$ cat src/verilog/cpu_pkg.sv
// Shared ISA definitions for the pipelined core.
// Field positions, opcode and funct codes, ALU operations and widths.
// Files refer to these by scoped name.
package cpu_pkg;

    localparam int xlen       = 32;
    localparam int reg_addr_w = 5;
    localparam int imm_w      = 16;

    typedef logic [xlen-1:0]       word_t;
    typedef logic [reg_addr_w-1:0] reg_addr_t;

    // instruction fields
    localparam int opcode_msb = 31;
    localparam int opcode_lsb = 26;
    localparam int rs_msb     = 25;
    localparam int rs_lsb     = 21;
    localparam int rt_msb     = 20;
    localparam int rt_lsb     = 16;
    localparam int rd_msb     = 15;
    localparam int rd_lsb     = 11;
    localparam int funct_msb  = 5;
    localparam int funct_lsb  = 0;
    localparam int imm_msb    = 15;
    localparam int imm_lsb    = 0;

    localparam logic [5:0] op_rtype = 6'h00;
    localparam logic [5:0] op_addi  = 6'h08;
    localparam logic [5:0] op_lw    = 6'h23;
    localparam logic [5:0] op_sw    = 6'h2b;
    localparam logic [5:0] op_beq   = 6'h04;
    localparam logic [5:0] op_bne   = 6'h05;

    localparam logic [5:0] fn_add = 6'h20;
    localparam logic [5:0] fn_sub = 6'h22;
    localparam logic [5:0] fn_and = 6'h24;
    localparam logic [5:0] fn_or  = 6'h25;
    localparam logic [5:0] fn_slt = 6'h2a;

    typedef enum logic [2:0] {alu_add, alu_sub, alu_and, alu_or, alu_slt} alu_op_t;

    localparam word_t default_reset_pc = 32'h0040_0000;

endpackage

$ cat src/verilog/register_file.sv
// General register file, 32 words, two read ports and one write port.
// A read of the register being written returns the new value.
`timescale 1ns/1ps

module register_file (
    input  logic               SYS_clk,
    input  logic               SYS_reset,
    input  cpu_pkg::reg_addr_t rd_addr_a,
    input  cpu_pkg::reg_addr_t rd_addr_b,
    output cpu_pkg::word_t     rd_data_a,
    output cpu_pkg::word_t     rd_data_b,
    input  logic               we,
    input  cpu_pkg::reg_addr_t wr_addr,
    input  cpu_pkg::word_t     wr_data
);
    cpu_pkg::word_t regs [32];

    always_ff @(posedge SYS_clk or posedge SYS_reset)
    begin
        if (SYS_reset)
        begin
            for (int i = 0; i < 32; i++)
                regs[i] <= '0;
        end
        else if (we && wr_addr != '0)        // r0 stays zero
            regs[wr_addr] <= wr_data;
    end

    assign rd_data_a = (rd_addr_a == '0) ? '0 :
                       (we && wr_addr == rd_addr_a) ? wr_data : regs[rd_addr_a];
    assign rd_data_b = (rd_addr_b == '0) ? '0 :
                       (we && wr_addr == rd_addr_b) ? wr_data : regs[rd_addr_b];

endmodule

$ cat src/verilog/fetch_stage.sv
// Program counter of the fetch stage.
// The PC drives the instruction ROM address directly.
`timescale 1ns/1ps

module fetch_stage #(
    parameter cpu_pkg::word_t reset_pc = cpu_pkg::default_reset_pc
) (
    input  logic           SYS_clk,
    input  logic           SYS_reset,
    input  logic           stall,
    input  logic           freeze,
    input  logic           branch_taken,
    input  cpu_pkg::word_t branch_target,
    output cpu_pkg::word_t pc
);

    always_ff @(posedge SYS_clk or posedge SYS_reset)
    begin
        if (SYS_reset)
            pc <= reset_pc;
        else if (freeze || stall)
            pc <= pc;                        // hold on bus wait or hazard
        else if (branch_taken)
            pc <= branch_target;             // resolved in decode
        else
            pc <= pc + 32'd4;
    end

endmodule

$ cat src/verilog/decode_stage.sv
// Decode stage: instruction register, control decode, register read
// with forwarding from the memory stage, and branch resolution.
// A taken branch squashes the instruction fetched behind it.
`timescale 1ns/1ps

module decode_stage (
    input  logic               SYS_clk,
    input  logic               SYS_reset,
    input  logic               stall,
    input  logic               freeze,
    input  cpu_pkg::word_t     imem_rdata,
    input  cpu_pkg::word_t     pc,
    input  logic               fwd_a,
    input  logic               fwd_b,
    input  cpu_pkg::word_t     mem_alu_result,
    input  logic               wb_we,
    input  cpu_pkg::reg_addr_t wb_addr,
    input  cpu_pkg::word_t     wb_data,
    output cpu_pkg::reg_addr_t src_rs,
    output cpu_pkg::reg_addr_t src_rt,
    output logic               uses_rs,
    output logic               uses_rt,
    output cpu_pkg::word_t     op_a,
    output cpu_pkg::word_t     op_b,
    output cpu_pkg::word_t     imm,
    output cpu_pkg::reg_addr_t dest,
    output logic               reg_write,
    output logic               mem_read,
    output logic               mem_write,
    output logic               alu_src_imm,
    output cpu_pkg::alu_op_t   alu_op,
    output logic               branch_taken,
    output cpu_pkg::word_t     branch_target
);
    cpu_pkg::word_t instr;
    cpu_pkg::word_t pc_d;
    cpu_pkg::word_t rf_a;
    cpu_pkg::word_t rf_b;
    logic [5:0]     opcode;
    logic [5:0]     funct;
    logic           dest_is_rt;
    logic           is_beq;
    logic           is_bne;

    always_ff @(posedge SYS_clk or posedge SYS_reset)
    begin
        if (SYS_reset)
        begin
            instr <= '0;
            pc_d  <= '0;
        end
        else if (!freeze && !stall)
        begin
            instr <= branch_taken ? '0 : imem_rdata;   // squash slot as nop
            pc_d  <= pc;
        end
    end

    assign opcode = instr[cpu_pkg::opcode_msb:cpu_pkg::opcode_lsb];
    assign funct  = instr[cpu_pkg::funct_msb:cpu_pkg::funct_lsb];
    assign src_rs = instr[cpu_pkg::rs_msb:cpu_pkg::rs_lsb];
    assign src_rt = instr[cpu_pkg::rt_msb:cpu_pkg::rt_lsb];
    assign imm    = {{(cpu_pkg::xlen - cpu_pkg::imm_w){instr[cpu_pkg::imm_msb]}},
                     instr[cpu_pkg::imm_msb:cpu_pkg::imm_lsb]};
    assign dest   = dest_is_rt ? src_rt : instr[cpu_pkg::rd_msb:cpu_pkg::rd_lsb];

    always_comb
    begin
        reg_write   = 1'b0;
        mem_read    = 1'b0;
        mem_write   = 1'b0;
        alu_src_imm = 1'b0;
        alu_op      = cpu_pkg::alu_add;
        uses_rs     = 1'b0;
        uses_rt     = 1'b0;
        dest_is_rt  = 1'b0;
        is_beq      = 1'b0;
        is_bne      = 1'b0;
        case (opcode)
            cpu_pkg::op_rtype:
            begin
                reg_write = 1'b1;
                uses_rs   = 1'b1;
                uses_rt   = 1'b1;
                case (funct)
                    cpu_pkg::fn_add: alu_op = cpu_pkg::alu_add;
                    cpu_pkg::fn_sub: alu_op = cpu_pkg::alu_sub;
                    cpu_pkg::fn_and: alu_op = cpu_pkg::alu_and;
                    cpu_pkg::fn_or:  alu_op = cpu_pkg::alu_or;
                    cpu_pkg::fn_slt: alu_op = cpu_pkg::alu_slt;
                    default:
                    begin
                        reg_write = 1'b0;        // unknown funct runs as nop
                        uses_rs   = 1'b0;
                        uses_rt   = 1'b0;
                    end
                endcase
            end
            cpu_pkg::op_addi, cpu_pkg::op_lw:
            begin
                reg_write   = 1'b1;
                mem_read    = (opcode == cpu_pkg::op_lw);
                alu_src_imm = 1'b1;
                uses_rs     = 1'b1;
                dest_is_rt  = 1'b1;
            end
            cpu_pkg::op_sw:
            begin
                mem_write   = 1'b1;
                alu_src_imm = 1'b1;
                uses_rs     = 1'b1;
                uses_rt     = 1'b1;              // store data
            end
            cpu_pkg::op_beq, cpu_pkg::op_bne:
            begin
                uses_rs = 1'b1;
                uses_rt = 1'b1;
                is_beq  = (opcode == cpu_pkg::op_beq);
                is_bne  = (opcode == cpu_pkg::op_bne);
            end
            default: ;
        endcase
    end

    register_file regs (
        .SYS_clk(SYS_clk), .SYS_reset(SYS_reset),
        .rd_addr_a(src_rs), .rd_addr_b(src_rt),
        .rd_data_a(rf_a), .rd_data_b(rf_b),
        .we(wb_we), .wr_addr(wb_addr), .wr_data(wb_data)
    );

    assign op_a = fwd_a ? mem_alu_result : rf_a;
    assign op_b = fwd_b ? mem_alu_result : rf_b;

    // compare on forwarded operands, decided in this cycle
    assign branch_taken  = (is_beq && (op_a == op_b)) || (is_bne && (op_a != op_b));
    assign branch_target = pc_d + 32'd4 + {imm[cpu_pkg::xlen-3:0], 2'b00};

endmodule

$ cat src/verilog/execute_stage.sv
// Execute stage: decode/execute register and the ALU.
// A hazard stall loads a bubble with all controls cleared.
`timescale 1ns/1ps

module execute_stage (
    input  logic               SYS_clk,
    input  logic               SYS_reset,
    input  logic               freeze,
    input  logic               bubble,
    input  cpu_pkg::word_t     op_a,
    input  cpu_pkg::word_t     op_b,
    input  cpu_pkg::word_t     imm,
    input  cpu_pkg::reg_addr_t dest,
    input  logic               reg_write,
    input  logic               mem_read,
    input  logic               mem_write,
    input  logic               alu_src_imm,
    input  cpu_pkg::alu_op_t   alu_op,
    output cpu_pkg::word_t     alu_result,
    output cpu_pkg::word_t     store_data,
    output cpu_pkg::reg_addr_t ex_dest,
    output logic               ex_reg_write,
    output logic               ex_mem_read,
    output logic               ex_mem_write
);
    cpu_pkg::word_t   a_r;
    cpu_pkg::word_t   imm_r;
    cpu_pkg::word_t   alu_b;
    logic             src_imm_r;
    cpu_pkg::alu_op_t alu_op_r;

    always_ff @(posedge SYS_clk or posedge SYS_reset)
    begin
        if (SYS_reset)
        begin
            ex_reg_write <= 1'b0;
            ex_mem_read  <= 1'b0;
            ex_mem_write <= 1'b0;
            src_imm_r    <= 1'b0;
            alu_op_r     <= cpu_pkg::alu_add;
        end
        else if (!freeze)
        begin
            ex_reg_write <= reg_write && !bubble;        // bubble clears all controls
            ex_mem_read  <= mem_read && !bubble;
            ex_mem_write <= mem_write && !bubble;
            src_imm_r    <= alu_src_imm && !bubble;
            alu_op_r     <= bubble ? cpu_pkg::alu_add : alu_op;
        end
    end

    always_ff @(posedge SYS_clk)
    begin
        if (!freeze)
        begin
            a_r        <= op_a;
            store_data <= op_b;              // rt value, also sw data
            imm_r      <= imm;
            ex_dest    <= dest;
        end
    end

    assign alu_b = src_imm_r ? imm_r : store_data;

    always_comb
    begin
        case (alu_op_r)
            cpu_pkg::alu_sub: alu_result = a_r - alu_b;
            cpu_pkg::alu_and: alu_result = a_r & alu_b;
            cpu_pkg::alu_or:  alu_result = a_r | alu_b;
            cpu_pkg::alu_slt: alu_result = {31'b0, $signed(a_r) < $signed(alu_b)};
            default:          alu_result = a_r + alu_b;    // wraps
        endcase
    end

endmodule

$ cat src/verilog/memory_stage.sv
// Memory stage: execute/memory register acting as Wishbone classic master,
// then the memory/writeback register feeding the register file.
// The request holds until ack, and mem_busy freezes the pipeline meanwhile.
`timescale 1ns/1ps

module memory_stage (
    input  logic               SYS_clk,
    input  logic               SYS_reset,
    input  cpu_pkg::word_t     alu_result,
    input  cpu_pkg::word_t     store_data,
    input  cpu_pkg::reg_addr_t ex_dest,
    input  logic               ex_reg_write,
    input  logic               ex_mem_read,
    input  logic               ex_mem_write,
    output logic               wb_cyc,
    output logic               wb_stb,
    output logic               wb_we,
    output cpu_pkg::word_t     wb_adr,
    output cpu_pkg::word_t     wb_dat_o,
    output logic [3:0]         wb_sel,
    input  cpu_pkg::word_t     wb_dat_i,
    input  logic               wb_ack,
    output cpu_pkg::word_t     mem_alu_result,
    output cpu_pkg::reg_addr_t mem_dest,
    output logic               mem_reg_write,
    output logic               mem_is_load,
    output logic               mem_busy,
    output logic               wb_we_rf,
    output cpu_pkg::reg_addr_t wb_addr_rf,
    output cpu_pkg::word_t     wb_data_rf
);
    cpu_pkg::word_t m_store_data;
    logic           m_mem_write;
    logic           request;

    always_ff @(posedge SYS_clk or posedge SYS_reset)
    begin
        if (SYS_reset)
        begin
            mem_reg_write <= 1'b0;
            mem_is_load   <= 1'b0;
            m_mem_write   <= 1'b0;
            wb_we_rf      <= 1'b0;
        end
        else if (!mem_busy)
        begin
            mem_reg_write <= ex_reg_write;
            mem_is_load   <= ex_mem_read;
            m_mem_write   <= ex_mem_write;
            wb_we_rf      <= mem_reg_write;
        end
    end

    always_ff @(posedge SYS_clk)
    begin
        if (!mem_busy)
        begin
            mem_alu_result <= alu_result;
            m_store_data   <= store_data;
            mem_dest       <= ex_dest;
            wb_addr_rf     <= mem_dest;
            wb_data_rf     <= mem_is_load ? wb_dat_i : mem_alu_result;   // load data on ack
        end
    end

    assign request  = mem_is_load || m_mem_write;
    assign mem_busy = request && !wb_ack;

    assign wb_cyc   = request;
    assign wb_stb   = request;
    assign wb_we    = m_mem_write;
    assign wb_adr   = mem_alu_result;
    assign wb_dat_o = m_store_data;
    assign wb_sel   = 4'hf;                  // word access only

endmodule

$ cat src/verilog/hazard_unit.sv
// Hazard detection for the decode stage.
// Stalls on a producer in execute or a load in memory,
// and forwards a non-load result from the memory stage.
`timescale 1ns/1ps

module hazard_unit (
    input  cpu_pkg::reg_addr_t src_rs,
    input  cpu_pkg::reg_addr_t src_rt,
    input  logic               uses_rs,
    input  logic               uses_rt,
    input  cpu_pkg::reg_addr_t ex_dest,
    input  logic               ex_reg_write,
    input  cpu_pkg::reg_addr_t mem_dest,
    input  logic               mem_reg_write,
    input  logic               mem_is_load,
    output logic               stall,
    output logic               fwd_a,
    output logic               fwd_b
);
    logic ex_hit_rs;
    logic ex_hit_rt;
    logic mem_hit_rs;
    logic mem_hit_rt;

    // r0 never counts as a dependency
    assign ex_hit_rs  = ex_reg_write && ex_dest == src_rs && src_rs != '0 && uses_rs;
    assign ex_hit_rt  = ex_reg_write && ex_dest == src_rt && src_rt != '0 && uses_rt;
    assign mem_hit_rs = mem_reg_write && mem_dest == src_rs && src_rs != '0 && uses_rs;
    assign mem_hit_rt = mem_reg_write && mem_dest == src_rt && src_rt != '0 && uses_rt;

    assign stall = ex_hit_rs || ex_hit_rt || (mem_is_load && (mem_hit_rs || mem_hit_rt));
    assign fwd_a = mem_hit_rs && !mem_is_load;
    assign fwd_b = mem_hit_rt && !mem_is_load;

endmodule

$ cat src/verilog/cpu_core.sv
// Top level of the five-stage pipelined core.
// Instruction fetch goes through a combinational ROM port,
// data accesses through a Wishbone classic master.
`timescale 1ns/1ps

module cpu_core #(
    parameter cpu_pkg::word_t reset_pc = cpu_pkg::default_reset_pc
) (
    input  logic           SYS_clk,
    input  logic           SYS_reset,
    output cpu_pkg::word_t imem_addr,
    input  cpu_pkg::word_t imem_rdata,
    output logic           wb_cyc,
    output logic           wb_stb,
    output logic           wb_we,
    output cpu_pkg::word_t wb_adr,
    output cpu_pkg::word_t wb_dat_o,
    output logic [3:0]     wb_sel,
    input  cpu_pkg::word_t wb_dat_i,
    input  logic           wb_ack
);
    logic               stall;
    logic               mem_busy;            // freezes every stage
    logic               branch_taken;
    cpu_pkg::word_t     branch_target;
    logic               fwd_a;
    logic               fwd_b;
    cpu_pkg::reg_addr_t src_rs;
    cpu_pkg::reg_addr_t src_rt;
    logic               uses_rs;
    logic               uses_rt;
    cpu_pkg::word_t     op_a;
    cpu_pkg::word_t     op_b;
    cpu_pkg::word_t     imm;
    cpu_pkg::reg_addr_t dest;
    logic               reg_write;
    logic               mem_read;
    logic               mem_write;
    logic               alu_src_imm;
    cpu_pkg::alu_op_t   alu_op;
    cpu_pkg::word_t     alu_result;
    cpu_pkg::word_t     store_data;
    cpu_pkg::reg_addr_t ex_dest;
    logic               ex_reg_write;
    logic               ex_mem_read;
    logic               ex_mem_write;
    cpu_pkg::word_t     mem_alu_result;
    cpu_pkg::reg_addr_t mem_dest;
    logic               mem_reg_write;
    logic               mem_is_load;
    logic               rf_we;               // writeback triple
    cpu_pkg::reg_addr_t rf_addr;
    cpu_pkg::word_t     rf_data;

    fetch_stage #(.reset_pc(reset_pc)) fetch (
        .SYS_clk(SYS_clk), .SYS_reset(SYS_reset),
        .stall(stall), .freeze(mem_busy),
        .branch_taken(branch_taken), .branch_target(branch_target),
        .pc(imem_addr)
    );

    decode_stage decode (
        .SYS_clk(SYS_clk), .SYS_reset(SYS_reset),
        .stall(stall), .freeze(mem_busy),
        .imem_rdata(imem_rdata), .pc(imem_addr),
        .fwd_a(fwd_a), .fwd_b(fwd_b), .mem_alu_result(mem_alu_result),
        .wb_we(rf_we), .wb_addr(rf_addr), .wb_data(rf_data),
        .src_rs(src_rs), .src_rt(src_rt), .uses_rs(uses_rs), .uses_rt(uses_rt),
        .op_a(op_a), .op_b(op_b), .imm(imm), .dest(dest),
        .reg_write(reg_write), .mem_read(mem_read), .mem_write(mem_write),
        .alu_src_imm(alu_src_imm), .alu_op(alu_op),
        .branch_taken(branch_taken), .branch_target(branch_target)
    );

    execute_stage execute (
        .SYS_clk(SYS_clk), .SYS_reset(SYS_reset),
        .freeze(mem_busy), .bubble(stall),
        .op_a(op_a), .op_b(op_b), .imm(imm), .dest(dest),
        .reg_write(reg_write), .mem_read(mem_read), .mem_write(mem_write),
        .alu_src_imm(alu_src_imm), .alu_op(alu_op),
        .alu_result(alu_result), .store_data(store_data), .ex_dest(ex_dest),
        .ex_reg_write(ex_reg_write), .ex_mem_read(ex_mem_read),
        .ex_mem_write(ex_mem_write)
    );

    memory_stage memory (
        .SYS_clk(SYS_clk), .SYS_reset(SYS_reset),
        .alu_result(alu_result), .store_data(store_data), .ex_dest(ex_dest),
        .ex_reg_write(ex_reg_write), .ex_mem_read(ex_mem_read),
        .ex_mem_write(ex_mem_write),
        .wb_cyc(wb_cyc), .wb_stb(wb_stb), .wb_we(wb_we), .wb_adr(wb_adr),
        .wb_dat_o(wb_dat_o), .wb_sel(wb_sel), .wb_dat_i(wb_dat_i), .wb_ack(wb_ack),
        .mem_alu_result(mem_alu_result), .mem_dest(mem_dest),
        .mem_reg_write(mem_reg_write), .mem_is_load(mem_is_load), .mem_busy(mem_busy),
        .wb_we_rf(rf_we), .wb_addr_rf(rf_addr), .wb_data_rf(rf_data)
    );

    hazard_unit hazard (
        .src_rs(src_rs), .src_rt(src_rt), .uses_rs(uses_rs), .uses_rt(uses_rt),
        .ex_dest(ex_dest), .ex_reg_write(ex_reg_write),
        .mem_dest(mem_dest), .mem_reg_write(mem_reg_write), .mem_is_load(mem_is_load),
        .stall(stall), .fwd_a(fwd_a), .fwd_b(fwd_b)
    );

endmodule

$ cat config.mk
export PLATFORM = sky130hd
export DESIGN_NAME = cpu_core
export DESIGN_NICKNAME = d
export VERILOG_FILES = /design/src/verilog/cpu_pkg.sv /design/src/verilog/register_file.sv /design/src/verilog/fetch_stage.sv /design/src/verilog/decode_stage.sv /design/src/verilog/execute_stage.sv /design/src/verilog/memory_stage.sv /design/src/verilog/hazard_unit.sv /design/src/verilog/cpu_core.sv
export SDC_FILE = /design/constraint.sdc
export NUM_CORES = 2
export LEC_CHECK = 0
export ABC_AREA = 1
export ABC_CLOCK_PERIOD_IN_PS = 31900
export BUFFER_PORTS_ARGS = -buffer_cell sky130_fd_sc_hd__buf_2
export CORE_ASPECT_RATIO = 1.4
export CORE_UTILIZATION = 45
export DETAILED_ROUTE_END_ITERATION = 10
export HOLD_SLACK_MARGIN = 0.05
export PLACE_DENSITY = 0.7
export SETUP_SLACK_MARGIN = 0.1
export SLEW_MARGIN = 20
export SYNTH_ARGS = -nofsm -noshare
export SYNTH_HDL_FRONTEND = slang
export SYNTH_SLANG_ARGS = --single-unit
$ cat constraint.sdc
create_clock -name SYS_clk -period 31.9 [get_ports SYS_clk]
set_input_delay 3.19 -clock SYS_clk [delete_from_list [all_inputs] [get_ports SYS_clk]]
set_output_delay 3.19 -clock SYS_clk [all_outputs]
set_load 0.02 [all_outputs]
==> metrics.csv <==
stage,metric,value,unit
run_status,outcome,"finished, final reports clean",
sta,slew_headroom,20.67,%
grt,overflow,0,
power_and_ir_drop,p_leak,40.75,nW
clock_tree,clk_path_buf_depth,3,
die,die_width,356.7,um
sta,worst_slew_pin_slew,1.190,ns
placement,hpwl,179700,um
power_and_ir_drop,powerDensity,68.10,nW/um2
die,core-area,174400,um2
layout,n_fill_cell,17010,
layout,drive_gt1_share,6.131,%
clock_tree,post_cts_buffers,0,
clock_tree,h-tree-depth,4,
synthesis,yosys_register_bits,1322,
placement,gp_congestion,0.9422,
synthesis,syn_inst,11090,
sta,fin_crit_sh,24.06,%
sta,rsz0062_at_grt,false,
placement,pre_cts_slack,24.03,ns
synthesis,synth.avg_cell_area,7.148,um2
sta,fmax,130.3,MHz
detailed_routing,wirelength,301900,um
synthesis,synth.distinct_cells,55,
clock_tree,cts.sinks,1322,
die,die_area,177900,um2
hold_path,hold_path_class,reg2reg,
die,rows,181,
detailed_routing,wire_per_inst,23.06,um
synthesis,synth-async-reset-ratio,85.55,%
placement,dpl_cell_area,80630,um2
detailed_routing,drc,0,
grt,grt_pass1_wl,454100,um
synthesis,synth-main-ff-cell,dfrtp_1,
layout,syn2layout_area_growth,7.659,%
detailed_routing,drtIter0Drc,9938,
sta,final.setup_skew,0.03356,ns
critical_path,crit_fanout,88,
critical_path,critPathKind,reg2reg,
synthesis,seq_area_frac_synth,42.94,%
detailed_routing,drt_pass1_iterations,9,
clock_tree,clk_pin_slew,0.07,ns
die,dieHeight,498.6,um
sta,setup_slack,24.23,ns
layout,fin_cells,13090,
critical_path,cp.arrival,8.35,ns
die,ios,170,
critical_path,cp_data_required_time,32.58,ns
critical_path,rrSetupSlack,24.23,ns
clock_tree,cts_hold_buf,0,
sta,tns,0,ns
detailed_routing,ant_nets,0,
clock_tree,cts_buffers,132,
layout,fin_area,85350,um2
sta,slew_violations,0,
die,start_util,45.46,%
placement,dp.cells,12840,
synthesis,ys.warnings.count,0,
power_and_ir_drop,ir_drop,0.07395,mV
grt,grt_start_max_net_pins,178,
detailed_routing,vias,78430,
clock_tree,clkLatencyLatePin,0.81,ns
grt,grt_pass1_vias,74500,
synthesis,synth_edf_count,191,
sta,min_period,7.674,ns
placement,portBuffers,165,
sta,hold_viol_final,0,
synthesis,syn-cell-area,79280,um2
critical_path,start_kind,flip-flop,
grt,grt_use_total,33.37,%
grt,antenna_found_initial,9,
clock_tree,cts_tree,built,
layout,fin_nets,10910,
sta,setup_violations,0,
critical_path,crit_path_end_kind,flip-flop,
clock_tree,root_buffer,clkbuf_16,
detailed_routing,via_per_inst,5.991,
run,drv_cap,0,
clock_tree,cts-resized-gates,0,
-- metal layers --
metal | share of wire, % | track usage (%) | vias up
met4 | 7.6 | 22.76 | 10
met3 | 12 | 8.724 | 1255
met2 | 44 | 51.73 | 4847
met5 | 0.021 | 0 | -
li1 | - | - | 35350
met1 | 36 | 40.49 | 36970
-- cells by family after synthesis --
group                      synth area share, %
and+or+nand+nor                          27.90
AOI/OAI and AO/OA                        15.97
buffers and inverters                    9.796
DFF                                      42.94
adders and majority gates                2.522
xor gates and xnor gates                0.8728
other                                 0.004730
-- registers in the layout, indices dropped and copies added, names as in the netlist, 3 cells and up --
signal,flops
execute.store_data,32
decode.pc_d,32
decode.instr,32
execute.imm_r,16
fetch.pc,32
execute.a_r,32
memory.mem_dest,5
decode.regs.regs,1024
execute.ex_dest,5
memory.mem_alu_result,32
memory.wb_data_rf,32
execute.alu_op_r,3
memory.wb_addr_rf,5
memory.wb_dat_o,32
-- layout make-up --
type / instances / area [um2] / area share (%)
multi-input cells: 7844 / 37660 / 44.13
flip-flops and latches: 1322 / 34070 / 39.92
inverters: 1093 / 4146 / 4.858
clock buffers: 183 / 3831 / 4.489
well taps: 2287 / 2861 / 3.353
repair buffers: 296 / 1928 / 2.259
clock inverters: 59 / 829.5 / 0.9719
diodes: 7 / 17.52 / 0.02052
-- cells in the mapped netlist, types with 5 or more instances --
cell type  count  area [um2]
a211oi_1       6       45.04
a21boi_0       9       67.56
a21oi_1      355        1777
a31oi_1       11       68.82
buf_1         79       296.5
buf_2        261        1306
buf_4         48       360.4
clkbuf_1     444        1667
clkinv_1      10       37.54
dfrtp_1     1130       28280
edfxtp_1     191        5736
ha_1         155        1939
inv_1       1069        4013
inv_2         14       52.55
nand2_1     3488       13090
nand3_1     1203        6021
nand3_2        5       50.05
nand3b_1      22       165.2
nand4_1       22       137.6
nor2_1       416        1562
nor3_1        73       365.4
nor4_1        14       87.58
o211ai_1     458        3438
o21a_1        11       82.58
o21ai_0     1320        6606
o21ai_1       34       170.2
o22ai_1       28       175.2
o31ai_1        5       37.54
or2_1          9       56.30
or2_2         73       456.7
xnor2_1       13       113.9
xor2_1        66       578.1
-- critical path: stages, from the launching register on --
cell and delay (ns):
dfrtp_4 0.47, buf_4 0.73, buf_4 0.74, buf_4 0.75, buf_4 0.68, nand2_1 0.13
o211ai_1 0.11, nand3_1 0.09, nand3_1 0.15, nand3_1 0.11, nand2_1 0.10, nand2_1 0.06
a21oi_1 0.15, nand2_1 0.07, nand2_1 0.07, nand2_1 0.11, nor2_1 0.13, nand2_1 0.21
nor2_4 0.38, nand3_2 0.73, nand2_2 1.01, nand2_1 0.19, nand2_1 0.11, nand2_1 0.06
-- cell usage in the layout (no fill, tap or decap), types with 7 or more instances in the layout --
| cell | n |
|---|---|
| nand2_1 | 3460 |
| o21ai_0 | 1320 |
| nand3_1 | 1202 |
| dfrtp_1 | 1119 |
| inv_1 | 1067 |
| o211ai_1 | 458 |
| nor2_1 | 411 |
| a21oi_1 | 355 |
| edfxtp_1 | 191 |
| buf_2 | 165 |
| ha_1 | 155 |
| clkbuf_16 | 137 |
| buf_4 | 120 |
| nor3_1 | 73 |
| or2_2 | 73 |
| xor2_1 | 66 |
| o21ai_1 | 34 |
| o22ai_1 | 28 |
| nand2_2 | 24 |
| clkbuf_1 | 23 |
| clkbuf_8 | 23 |
| nand4_1 | 22 |
| nand3b_1 | 22 |
| clkinv_2 | 19 |
| bufinv_16 | 17 |
| nor4_1 | 13 |
| xnor2_1 | 13 |
| clkinv_1 | 12 |
| o21a_1 | 11 |
| a31oi_1 | 11 |
| clkinvlp_4 | 11 |
| inv_6 | 9 |
| or2_1 | 9 |
| a21boi_0 | 9 |
| nor2_4 | 8 |
| nand2_4 | 8 |
| dfrtp_4 | 8 |
| diode_2 | 7 |
| buf_12 | 7 |
-- path summary, 6_finish.rpt --
check	start	end	cells after the start
worst min-delay path	decode.regs.regs[1013]	decode.regs.regs[1013]	0
worst max-delay path	decode.instr[16]	fetch.pc[0]	23
min in group asynchronous	SYS_reset	decode.regs.regs[297]	3
max in group asynchronous	SYS_reset	decode.regs.regs[926]	7
worst min register to register	decode.regs.regs[1013]	decode.regs.regs[1013]	0
worst max register to register	decode.instr[16]	fetch.pc[0]	23
-- metrics by stage --
stage / utilization (%) / hold WS [ns] / power (W)
finish: 48.95 / 0.3760 / 0.005812
global placement: 46.24 / 0.3646 / 0.004025
floorplan: - / 0.4207 / 0.003439
detailed placement: 46.24 / 0.3656 / 0.004060
CTS: 48.91 / 0.3800 / 0.005774
global route: 48.94 / 0.3921 / 0.006082
-- power by group --
part           internal, W  leakage, nW  switching [W]
sequential         0.00200         17.5       0.000308
combinational     0.000518         20.9        0.00127
clock             0.000984         2.26       0.000734
total              0.00350         40.8        0.00231
Note: power is estimated with default switching activity, not from simulation.
